==> config.mk <==
export PLATFORM = sky130hd
export DESIGN_NAME = rd_burst_top
export DESIGN_NICKNAME = d
export VERILOG_FILES = /design/src/logic/rd_burst_pkg.sv /design/src/logic/rd_burst_if.sv /design/src/logic/burst_planner.sv /design/src/logic/burst_sequencer.sv /design/src/logic/completion_tracker.sv /design/src/logic/rd_burst_top.sv
export VERILOG_INCLUDE_DIRS = /design/src /design/src/logic
export SDC_FILE = /design/constraint.sdc
export NUM_CORES = 1
export LEC_CHECK = 0
export BUFFER_PORTS_ARGS = -buffer_cell sky130_fd_sc_hd__buf_2
export CAP_MARGIN = 30
export CORE_MARGIN = 5
export CORE_UTILIZATION = 50
export CTS_CLUSTER_DIAMETER = 120
export CTS_CLUSTER_SIZE = 14
export DETAILED_ROUTE_END_ITERATION = 8
export HOLD_SLACK_MARGIN = 0.12
export PLACE_DENSITY = 0.69
export REMOVE_ABC_BUFFERS = 1
export SYNTH_ARGS = -nofsm -noshare
export SYNTH_HDL_FRONTEND = slang
export SYNTH_HIERARCHICAL = 1
export SYNTH_SLANG_ARGS = --single-unit
==> constraint.sdc <==
create_clock -name aclk -period 6.1 [get_ports aclk]
set_clock_uncertainty 0.15 [all_clocks]
set_input_delay 0.305 -clock aclk [delete_from_list [all_inputs] [get_ports aclk]]
set_output_delay 0.305 -clock aclk [all_outputs]
set_load 0.02 [all_outputs]
==> src/logic/rd_burst_config.svh <==
`ifndef RD_BURST_CONFIG_SVH
`define RD_BURST_CONFIG_SVH

// ====================
// read burst generator sizing
// ====================

// byte address width, also used for word counts
`define RD_ADDR_W       32

// bytes carried by one beat
`define RD_BEAT_BYTES   32

// beats in a full burst
`define RD_BURST_MAX    16

// width of the outstanding setting
`define RD_OUTSTD_W     4

// bursts per request fit in this many bits
`define RD_BURST_CNT_W  23

`endif

==> src/logic/rd_burst_pkg.sv <==
`include "rd_burst_config.svh"

package rd_burst_pkg;

    // byte address on the read channel
    typedef logic [`RD_ADDR_W-1:0] addr_t;

    // request length in 32-bit words
    typedef logic [`RD_ADDR_W-1:0] word_cnt_t;

    // number of bursts in one request
    typedef logic [`RD_BURST_CNT_W-1:0] burst_cnt_t;

    // burst length code, beats minus one
    typedef logic [$clog2(`RD_BURST_MAX)-1:0] burst_len_t;

    // byte position inside one beat
    typedef logic [$clog2(`RD_BEAT_BYTES)-1:0] offset_t;

    // outstanding burst limit
    typedef logic [`RD_OUTSTD_W-1:0] outstd_t;

    // address sequencer states
    typedef enum logic [2:0] {
        SEQ_IDLE,
        SEQ_LOAD,
        SEQ_ISSUE,
        SEQ_DRAIN
    } seq_state_e;

endpackage

==> src/logic/rd_burst_if.sv <==
`timescale 1ns/10ps

// ====================
// burst plan, planner to sequencer
// ====================
interface plan_if;

    // one cycle after the fifo pop
    logic                     plan_load;
    // first burst address, beat aligned
    rd_burst_pkg::addr_t      plan_base;
    // bursts in the request
    rd_burst_pkg::burst_cnt_t plan_bursts;
    // length code of the final burst
    rd_burst_pkg::burst_len_t plan_last_len;

    modport planner (
        output plan_load,
        output plan_base,
        output plan_bursts,
        output plan_last_len
    );

    modport sequencer (
        input  plan_load,
        input  plan_base,
        input  plan_bursts,
        input  plan_last_len
    );

endinterface

// ====================
// credit window, sequencer to tracker
// ====================
interface credit_if;

    // accepted burst this cycle
    logic                     issue;
    // bursts of the running request
    rd_burst_pkg::burst_cnt_t total;
    // a burst may be started next cycle
    logic                     credit_avail;
    // every burst of the request has returned
    logic                     all_returned;

    modport sequencer (
        output issue,
        output total,
        input  credit_avail,
        input  all_returned
    );

    modport tracker (
        input  issue,
        input  total,
        output credit_avail,
        output all_returned
    );

endinterface

==> src/logic/burst_planner.sv <==
`timescale 1ns/10ps
`include "rd_burst_config.svh"

module burst_planner (
    input  logic                    aclk,
    input  logic                    aresetn,
    input  rd_burst_pkg::addr_t     fifo_addr,
    input  rd_burst_pkg::word_cnt_t fifo_len,
    input  logic                    fifo_empty,
    input  logic                    pop,
    output logic                    fifo_pop,
    output rd_burst_pkg::offset_t   first_offset,
    output rd_burst_pkg::offset_t   last_offset,
    plan_if.planner                 plan
);

    localparam int BEAT_SH  = $clog2(`RD_BEAT_BYTES);
    localparam int BURST_SH = $clog2(`RD_BURST_MAX);

    rd_burst_pkg::addr_t aligned_start;
    rd_burst_pkg::addr_t byte_span;
    rd_burst_pkg::addr_t end_next;
    rd_burst_pkg::addr_t end_byte;
    rd_burst_pkg::addr_t beats_m1;
    rd_burst_pkg::addr_t bursts_all;
    logic                take;

    // ====================
    // request math on the fifo head
    // ====================

    // word aligned start, low two bits dropped
    assign aligned_start = {fifo_addr[`RD_ADDR_W-1:2], 2'b00};
    assign byte_span     = fifo_len << 2;
    // first byte past the request
    assign end_next      = aligned_start + byte_span;
    assign end_byte      = end_next - 1'b1;

    // beats touched, minus one
    assign beats_m1   = (end_byte >> BEAT_SH) - (aligned_start >> BEAT_SH);
    // full bursts plus the remainder burst
    assign bursts_all = (beats_m1 >> BURST_SH) + 1'b1;

    // only a real head is taken
    assign take     = pop && !fifo_empty;
    assign fifo_pop = take;

    always_ff @(posedge aclk or negedge aresetn) begin
        if (!aresetn) begin
            plan.plan_load <= 1'b0;
        end else begin
            plan.plan_load <= take;
        end
    end

    // plan fields hold until the next pop
    always_ff @(posedge aclk) begin
        if (take) begin
            plan.plan_base     <= aligned_start & ~rd_burst_pkg::addr_t'(`RD_BEAT_BYTES - 1);
            plan.plan_bursts   <= bursts_all[`RD_BURST_CNT_W-1:0];
            // remainder zero wraps to code 15
            plan.plan_last_len <= beats_m1[BURST_SH-1:0];
            first_offset       <= aligned_start[BEAT_SH-1:0];
            last_offset        <= end_next[BEAT_SH-1:0];
        end
    end

endmodule

==> src/logic/burst_sequencer.sv <==
`timescale 1ns/10ps
`include "rd_burst_config.svh"

module burst_sequencer (
    input  logic                     aclk,
    input  logic                     aresetn,
    input  logic                     fifo_empty,
    input  logic                     burst_ok,
    output logic                     pop,
    output rd_burst_pkg::addr_t      burst_addr,
    output rd_burst_pkg::burst_len_t burst_len,
    output logic                     burst_valid,
    output logic                     first_burst,
    output logic                     last_burst,
    plan_if.sequencer                plan,
    credit_if.sequencer              credit
);

    localparam int BEAT_SH = $clog2(`RD_BEAT_BYTES);
    localparam rd_burst_pkg::burst_len_t FULL_LEN = rd_burst_pkg::burst_len_t'(`RD_BURST_MAX - 1);

    rd_burst_pkg::seq_state_e state;
    rd_burst_pkg::seq_state_e state_nxt;
    rd_burst_pkg::burst_cnt_t issue_cnt;
    rd_burst_pkg::burst_cnt_t total_r;
    rd_burst_pkg::addr_t      step;
    logic                     accept;
    logic                     is_last;

    // handshake and burst position
    assign accept  = burst_valid && burst_ok;
    assign is_last = (issue_cnt == total_r - 1'b1);

    // bytes covered by the current burst
    assign step = (rd_burst_pkg::addr_t'(burst_len) + 1'b1) << BEAT_SH;

    assign pop = (state == rd_burst_pkg::SEQ_IDLE) && !fifo_empty;

    // only the final burst is short
    assign burst_len   = is_last ? plan.plan_last_len : FULL_LEN;
    assign first_burst = burst_valid && (issue_cnt == '0);
    assign last_burst  = burst_valid && is_last;

    assign credit.issue = accept;
    assign credit.total = total_r;

    // ====================
    // state machine
    // ====================
    always_comb begin
        state_nxt = state;
        case (state)
            rd_burst_pkg::SEQ_IDLE: begin
                if (!fifo_empty) begin
                    state_nxt = rd_burst_pkg::SEQ_LOAD;
                end
            end
            rd_burst_pkg::SEQ_LOAD: begin
                if (plan.plan_load) begin
                    state_nxt = rd_burst_pkg::SEQ_ISSUE;
                end
            end
            rd_burst_pkg::SEQ_ISSUE: begin
                if (accept && is_last) begin
                    state_nxt = rd_burst_pkg::SEQ_DRAIN;
                end
            end
            rd_burst_pkg::SEQ_DRAIN: begin
                // wait for the data of every burst
                if (credit.all_returned) begin
                    state_nxt = rd_burst_pkg::SEQ_IDLE;
                end
            end
            default: begin
                state_nxt = rd_burst_pkg::SEQ_IDLE;
            end
        endcase
    end

    always_ff @(posedge aclk or negedge aresetn) begin
        if (!aresetn) begin
            state       <= rd_burst_pkg::SEQ_IDLE;
            burst_valid <= 1'b0;
            issue_cnt   <= '0;
            total_r     <= '0;
        end else begin
            state <= state_nxt;
            case (state)
                rd_burst_pkg::SEQ_LOAD: begin
                    if (plan.plan_load) begin
                        issue_cnt   <= '0;
                        total_r     <= plan.plan_bursts;
                        burst_valid <= credit.credit_avail;
                    end
                end
                rd_burst_pkg::SEQ_ISSUE: begin
                    if (accept) begin
                        issue_cnt   <= issue_cnt + 1'b1;
                        // credit_avail already counts this issue
                        burst_valid <= !is_last && credit.credit_avail;
                    end else if (!burst_valid) begin
                        burst_valid <= credit.credit_avail;
                    end
                end
                default: begin
                    burst_valid <= 1'b0;
                end
            endcase
        end
    end

    // address steps by the accepted burst size
    always_ff @(posedge aclk) begin
        if ((state == rd_burst_pkg::SEQ_LOAD) && plan.plan_load) begin
            burst_addr <= plan.plan_base;
        end else if (accept) begin
            burst_addr <= burst_addr + step;
        end
    end

endmodule

==> src/logic/completion_tracker.sv <==
`timescale 1ns/10ps
`include "rd_burst_config.svh"

module completion_tracker (
    input  logic                  aclk,
    input  logic                  aresetn,
    input  rd_burst_pkg::outstd_t cfg_outstd,
    input  logic                  cfg_outstd_en,
    input  logic                  rdata_ok,
    output logic                  request_done,
    credit_if.tracker             credit
);

    rd_burst_pkg::outstd_t    limit;
    rd_burst_pkg::outstd_t    inflight_cnt;
    logic [`RD_OUTSTD_W:0]    inflight_nxt;
    rd_burst_pkg::burst_cnt_t returned_cnt;
    logic                     last_return;

    // ====================
    // credit window
    // ====================

    // one credit when outstanding is off
    assign limit = cfg_outstd_en ? cfg_outstd : rd_burst_pkg::outstd_t'(1);

    // bursts in flight after this cycle
    assign inflight_nxt = {1'b0, inflight_cnt} + credit.issue - rdata_ok;

    // a new burst next cycle still fits the window
    assign credit.credit_avail = (inflight_nxt < {1'b0, limit});

    always_ff @(posedge aclk or negedge aresetn) begin
        if (!aresetn) begin
            inflight_cnt <= '0;
        end else begin
            inflight_cnt <= inflight_nxt[`RD_OUTSTD_W-1:0];
        end
    end

    // ====================
    // returned bursts
    // ====================

    // this return completes the request
    assign last_return = rdata_ok && (returned_cnt + 1'b1 == credit.total);

    // total is zero before the first request
    assign credit.all_returned = (credit.total != '0) && (returned_cnt == credit.total);

    always_ff @(posedge aclk or negedge aresetn) begin
        if (!aresetn) begin
            returned_cnt <= '0;
            request_done <= 1'b0;
        end else begin
            request_done <= last_return;
            if (request_done) begin
                returned_cnt <= '0;
            end else if (rdata_ok) begin
                returned_cnt <= returned_cnt + 1'b1;
            end
        end
    end

endmodule

==> src/logic/rd_burst_top.sv <==
`timescale 1ns/10ps
`include "rd_burst_config.svh"

module rd_burst_top (
    input  logic                               aclk,
    input  logic                               aresetn,
    // request fifo
    input  logic [`RD_ADDR_W-1:0]              fifo_addr,
    input  logic [`RD_ADDR_W-1:0]              fifo_len,
    input  logic                               fifo_empty,
    output logic                               fifo_pop,
    // outstanding window
    input  logic [`RD_OUTSTD_W-1:0]            cfg_outstd,
    input  logic                               cfg_outstd_en,
    // address channel
    output logic [`RD_ADDR_W-1:0]              burst_addr,
    output logic [$clog2(`RD_BURST_MAX)-1:0]   burst_len,
    output logic                               burst_valid,
    output logic                               first_burst,
    output logic                               last_burst,
    input  logic                               burst_ok,
    // one pulse per finished burst
    input  logic                               rdata_ok,
    // status
    output logic [$clog2(`RD_BEAT_BYTES)-1:0]  first_offset,
    output logic [$clog2(`RD_BEAT_BYTES)-1:0]  last_offset,
    output logic                               request_done
);

    logic pop;

    plan_if   u_plan ();
    credit_if u_credit ();

    // fifo head to burst plan
    burst_planner u_planner (
        .aclk         (aclk),
        .aresetn      (aresetn),
        .fifo_addr    (fifo_addr),
        .fifo_len     (fifo_len),
        .fifo_empty   (fifo_empty),
        .pop          (pop),
        .fifo_pop     (fifo_pop),
        .first_offset (first_offset),
        .last_offset  (last_offset),
        .plan         (u_plan.planner)
    );

    // address bursts under the credit window
    burst_sequencer u_sequencer (
        .aclk        (aclk),
        .aresetn     (aresetn),
        .fifo_empty  (fifo_empty),
        .burst_ok    (burst_ok),
        .pop         (pop),
        .burst_addr  (burst_addr),
        .burst_len   (burst_len),
        .burst_valid (burst_valid),
        .first_burst (first_burst),
        .last_burst  (last_burst),
        .plan        (u_plan.sequencer),
        .credit      (u_credit.sequencer)
    );

    completion_tracker u_tracker (
        .aclk          (aclk),
        .aresetn       (aresetn),
        .cfg_outstd    (cfg_outstd),
        .cfg_outstd_en (cfg_outstd_en),
        .rdata_ok      (rdata_ok),
        .request_done  (request_done),
        .credit        (u_credit.tracker)
    );

endmodule

; After elaboration in Yosys (flattened, before gate mapping)
; Index checks and enable logic that the tools add are counted.
[word_totals]
word_cells = 77
inputBits = 74
output_inout_bits = 51
ff_bits = 173
[op_classes]
n_mux = 18
n_addsub = 11
eq_ne = 11
magnitude_cmp = 1
n_reduce_logical = 21
[op_table]
columns = operator, count
row1 = 23-bit two-way mux, 4
row2 = 23-bit by 1-bit adder with 23-bit output (second input constant), 3
row3 = 23-bit equality test, 3
row4 = 32-bit adder, 2
row5 = 32-bit two-way mux, 2
row6 = 23-bit case mux with 2 select lines, 1
row7 = 32-bit by 1-bit subtractor with 32-bit output (second input constant), 1
row8 = 27-bit subtractor, 1
row9 = 23-bit zero test, 1
row10 = 23-bit nonzero test, 1
row11 = 23-bit by 1-bit subtractor with 23-bit output (second input constant), 1
row12 = 3-bit two-way mux, 4
row13 = 3-bit case mux with 4 select lines, 1
row14 = 1-bit logical AND, 10
row15 = 4-bit two-way mux, 2
row16 = 3-bit by 2-bit equality test with 1-bit output (second input constant), 2
row17 = 2-bit != test (second input constant), 3
row18 = 2-bit nonzero test, 3
row19 = 4-bit by 1-bit adder with 5-bit output, 1
row20 = 4-bit by 1-bit adder with 5-bit output (second input constant), 1
row21 = 5-bit by 4-bit < comparator with 1-bit output, 1
row22 = 5-bit by 1-bit subtractor with 5-bit output, 1
row23 = 2-bit by 1-bit != test with 1-bit output (second input constant), 2
row24 = 4-bit AND reduction, 1
row25 = 7 further kinds, 10

; Logic depth before layout (Yosys ltp)
[logic_depth]
depth_word = 7
depth_mapped = 26
ltp_nobuf = 24

; Cells and area by module
; Netlist, hierarchy kept.
[modules_own_cells]
columns = module, cells_per_inst, area_each_um2, instances, seq_area_each_um2
row1 = burst_planner, 720, 6307.3, 1, 1826.8
row2 = burst_sequencer, 538, 5118.7, 1, 2187.1
row3 = completion_tracker, 298, 2451.1, 1, 700.7

; Worst setup path before layout
; OpenSTA, ideal clock, no wires.
[synth_timing]
path_type = input port to flip-flop
from = in fifo_addr[2]
to = reg u_planner.plan.plan_bursts[22] (data pin)
path_buffers = 1
setup_slack_ps = 99
arrival_time_ps = 5594
setup_ps = 258
cell_stages = 25
required_time_ps = 5692
path_cell_list = ha_1 inv_1 fa_1 inv_1 nor3_1 o21ai_0 a21o_1 or2_1 buf_6 or3_1 a211oi_1 nand2_1 nor4_1 xnor2_1 ha_1 nand4_1 nor3_1 a21o_2 nor2_1 o41ai_1 a31oi_1 xor2_1 nor4_2 xnor2_1 xnor2_1
[synth_between]
elab_chain_cells = 4
[synth_lines]
columns = element, line_no
row1 = from (decl), rd_burst_top.sv:8  ; input logic [`RD_ADDR_W-1:0] fifo_addr,
row2 = 32-bit adder, burst_planner.sv:36  ; assign end_next = aligned_start + byte_span;
row3 = via u_planner.end_next[3], burst_planner.sv:22  ; rd_burst_pkg::addr_t end_next;
row4 = 32-bit by 1-bit subtractor with 32-bit output, burst_planner.sv:37  ; assign end_byte = end_next - 1'b1;
row5 = 27-bit subtractor, burst_planner.sv:40  ; assign beats_m1 = (end_byte >> BEAT_SH) - (aligned_start >> BEAT_SH);
row6 = 23-bit by 1-bit adder with 23-bit output, burst_planner.sv:42  ; assign bursts_all = (beats_m1 >> BURST_SH) + 1'b1;
row7 = via u_planner.bursts_all[22], burst_planner.sv:25  ; rd_burst_pkg::addr_t bursts_all;
row8 = to (signal assigned), burst_planner.sv:60  ; plan.plan_bursts <= bursts_all[`RD_BURST_CNT_W-1:0];
row9 = to (decl), rd_burst_if.sv:20  ; output plan_bursts,
; The timed path passes the listed nets, and every way through them passes these cells.
; A chain may end at the register's enable or synchronous reset.

; Worst setup path after layout
[layout_timing]
from = in fifo_addr[11]
to = reg u_planner.plan.plan_bursts[22] (data pin)
[layout_between]
elab_chain_cells = 4
[layout_lines]
columns = element, line_no
row1 = 32-bit adder, burst_planner.sv:36
row2 = 32-bit by 1-bit subtractor with 32-bit output, burst_planner.sv:37
row3 = 27-bit subtractor (*), burst_planner.sv:40
row4 = 23-bit by 1-bit adder with 23-bit output (*), burst_planner.sv:42
row5 = via u_planner.bursts_all[22], burst_planner.sv:25
; The timed path passes the listed nets; every way through them passes the cells marked *.

==> out/results.md <==
### Yosys
• **area leader, netlist** sky130_fd_sc_hd__edfxtp_1
• **Seq/Total Area, Yosys** 34.0%
• **Post-synth EDFFs** 92
• **post-synth design cell area** 13,900 um2
• **share of synthesized flip-flops with an asynchronous set or reset** 45.9%
• **Synth Register Bits** 170
• **dominant register cell in the synthesized netlist** sky130_fd_sc_hd__edfxtp_1
• **most frequently used cell type in the post-synthesis netlist** sky130_fd_sc_hd__nor2_1
• **instance count of the mapped netlist** 1,556
• **ranking of synthesized cells by instance count** 129 x sky130_fd_sc_hd__nor2_1, 119 x sky130_fd_sc_hd__nand2_1, 100 x sky130_fd_sc_hd__xor2_1, 99 x sky130_fd_sc_hd__xnor2_1, 96 x sky130_fd_sc_hd__a21oi_1
• **warning count from the yosys run** 6
• **fraction of post-synthesis cell area in the top cell type by area** 19.9%
• **per-instance average area after synthesis** 8.92 um2
• **library cells used by synthesis** 101
• **cell types with the largest area share after synthesis** sky130_fd_sc_hd__edfxtp_1 20%, sky130_fd_sc_hd__dfrtp_1 14%, sky130_fd_sc_hd__ha_1 7.2%, sky130_fd_sc_hd__xor2_1 6.3%, sky130_fd_sc_hd__xnor2_1 6.2%

### Timing
• **fraction of the cycle the final worst path needs** 96.7%
• **smallest hold slack** 0.196 ns
• **final hold violation count** 0
• **slew at the pin closest to its max-slew limit** 0.886 ns
• **total count of max-transition violations in the final report** 0
• **number of setup violations in the final report** 0
• **post-route minimum period** 5.90 ns
• **relative max-transition margin** 40.4%
• **final worst slack** 0.200 ns
• **achievable clock frequency** 169 MHz

### Setup path
• **Worst Path Required** 6.13 ns
• **Crit Path Class** primary input to register
• **delay contributed by the slowest stage of the critical path** 0.53 ns
• **most prevalent standard cell on the critical path** sky130_fd_sc_hd__buf_4
• **critical path peak fanout** 6
• **Reg-to-Reg Start** u_sequencer/credit.total[3]$_DFFE_PN0P_
• **CP cell instances** dlygate4sd3_1 -> buf_2 -> ha_1 -> inv_1 -> or3_1 -> a21o_1 -> a211oi_1 -> nor2_1 -> and4b_1 -> buf_4 -> and4_1 -> buf_4 -> and2_2 -> a31o_2 -> ha_2 -> nand4_1 -> o31a_1 -> a211o_1 -> o311ai_2 -> buf_4 -> nand4_1 -> nor4_2 -> xnor2_1 -> xnor2_1
• **CP delay by family, top** simple AND/OR/NAND/NOR gates
• **data arrival time of the critical path** 5.93 ns
• **Crit-path slowest cell** sky130_fd_sc_hd__dlygate4sd3_1
• **crit start category** primary input
• **sum of buffers and inverters on the critical path** 6
• **Critical Path Sink Type** register
• **beginning of the critical path** fifo_addr[11]

### Layout
• **area added between synthesis and finish** 19.0%
• **number of diodes** 0
• **total number of nets in the final design** 1,907
• **fraction of layout instances using a drive strength above 1** 19.5%
• **fin cells** 2,139

### Placement
• **HPWL Detailed** 27,800 um
• **post-placement setup slack** -0.224 ns
• **number of buffers added on ports** 116
• **placer's final routability congestion estimate** 0.938
• **total instance count after detailed placement** 2,071

### Pwr
• **Peak VDD IR** 0.230 mV
• **total leakage power** 7.00 nW
• **power density normalized to cell area** 333 nW/um2

### Routing
• **DR DRC count** 0
• **routed wire length per instance** 17.1 um
• **vias post-DR** 12,313
• **wire length after detailed routing** 36,500 um
• **remaining number of nets flagged by the antenna check after routing** 0
• **number of detailed-route iterations in the first pass** 5
• **violation count after the first detailed-route iteration** 905
• **average vias per placed instance** 5.76

### Floorplan
• **I/O pin cnt** 125
• **vertical die dimension** 177 um
• **core area** 27,600 um2
• **Horiz. Die Dim** 177 um
• **initial core utilization** 50.2%
• **Row Count** 61
• **total die area** 31,200 um2

### GRT
• **Tot GR Track Use** 23.2%
• **largest net degree at the start of global routing** 56
• **number of global-route vias before repair** 12,105
• **initial antenna violation count** 0
• **total gr overflow** 0
• **global-route wire length before repair** 59,800 um

### Clocking
• **number of H-tree branching levels** 4
• **clock tree from TritonCTS** yes
• **CTS sink count** 170
• **clk_lat worst skew** 0.44 ns
• **number of buffers created by CTS** 17
• **clk root buf** sky130_fd_sc_hd__clkbuf_16
• **Clk pin slew, worst setup/hold paths** 0.08 ns
• **clock buffer depth** 2

### Outcome
• **status** completed

### Min path
• **startpoint of the tightest hold check path** fifo_addr[5]
• **type of the tightest min-delay check** primary input to register

### Job
• **number of max-cap violations** 0

## sequential cells by signal, indices dropped and copies added (netlist names), 4 cells and up
signal	cells
u_sequencer/burst_addr	32
u_planner/plan.plan_base	27
u_planner/plan.plan_bursts	23
u_sequencer/credit.total	23
u_sequencer/issue_cnt	23
u_tracker/returned_cnt	23
u_planner/plan.plan_last_len	4
u_tracker/inflight_cnt	4
## final cells by class
cell class                 instances  area, um2
clock inverter                    14        149
fill                            2470      11100
tap                              378        473
multi-input combinational       1233       8790
inverter                          88        330
sequential                       170       4710
clock buffer                      17        425
timing repair buffer             239       1630
## per-stage QoR
stage,area (um2),utilization (%),setup TNS (ns),total power [mW]
2_1_floorplan,13600,-,0,3.53
3_3_place_gp,15300,55.2,-0.0934,4.24
3_5_place_dp,15300,55.4,-0.483,4.31
4_1_cts,16200,58.7,0,5.43
5_1_grt,16500,59.8,-0.0390,5.89
6_report,16500,59.8,0,5.50
## report_power, final
group | switching (mW) | leakage, nW | internal (mW) | total [mW]
Sequential | 0.315 | 1.87 | 1.46 | 1.77
Clock | 0.499 | 0.283 | 0.579 | 1.08
Combinational | 1.44 | 4.85 | 1.21 | 2.65
## cell families (layout without fill, tap and decap cells)
family,after synthesis,after routing,synth area share [%]
multiplexers,32,32,2.52
flip-flops,170,170,34.0
other,1,9,0.0270
XOR/XNOR,199,199,12.6
buffers and inverters,161,358,4.87
AO/OA/AOI/OAI,326,326,15.8
AND/OR/NAND/NOR,583,583,22.5
adder cells (fa/ha/maj),84,84,7.79
## cells in the final DEF (no fill, tap or decap), types with 75 or more instances in the layout
master	Yosys	final
sky130_fd_sc_hd__xnor2_1	99	96
sky130_fd_sc_hd__dfrtp_1	78	78
sky130_fd_sc_hd__buf_2	10	114
sky130_fd_sc_hd__nand2_1	119	117
sky130_fd_sc_hd__buf_4	9	90
sky130_fd_sc_hd__nor2_1	129	126
sky130_fd_sc_hd__edfxtp_1	92	92
sky130_fd_sc_hd__xor2_1	100	100
sky130_fd_sc_hd__ha_1	80	75
sky130_fd_sc_hd__inv_1	88	88
sky130_fd_sc_hd__a21oi_1	96	87
## routing by layer
layer  GRT usage [%]  vias up  wire length (um)
met5               0        -                 0
met3            2.98       58              1440
met4            6.64        0               766
met1            30.4     5865             16200
met2            40.5      354             18200
li1                -     6036                 -
## path summary, 6_finish.rpt
kind / end / depth (start not counted) / slack [ns]
min in group asynchronous: u_sequencer/issue_cnt[8]$_DFFE_PN0P_ / 2 / 0.22
hold / removal: u_planner/plan.plan_base[5]$_DFFE_PP_ / 1 / 0.20
hold reg to reg: u_sequencer/credit.total[1]$_DFFE_PN0P_ / 2 / 0.29
max in group asynchronous: u_sequencer/credit.total[20]$_DFFE_PN0P_ / 3 / 4.98
setup reg to reg: u_sequencer/burst_addr[27]$_DFFE_PP_ / 20 / 0.50
setup / recovery: u_planner/plan.plan_bursts[22]$_DFFE_PP_ / 24 / 0.20
## what timing repair did
action,4_1_cts,5_1_grt
gates resized for setup,0,55
endpoints found under the setup margin,0,10
setup buffers,0,5
hold buffers,33,0
endpoints found under the hold margin,110,0
Power figures use the tool's default switching activity.
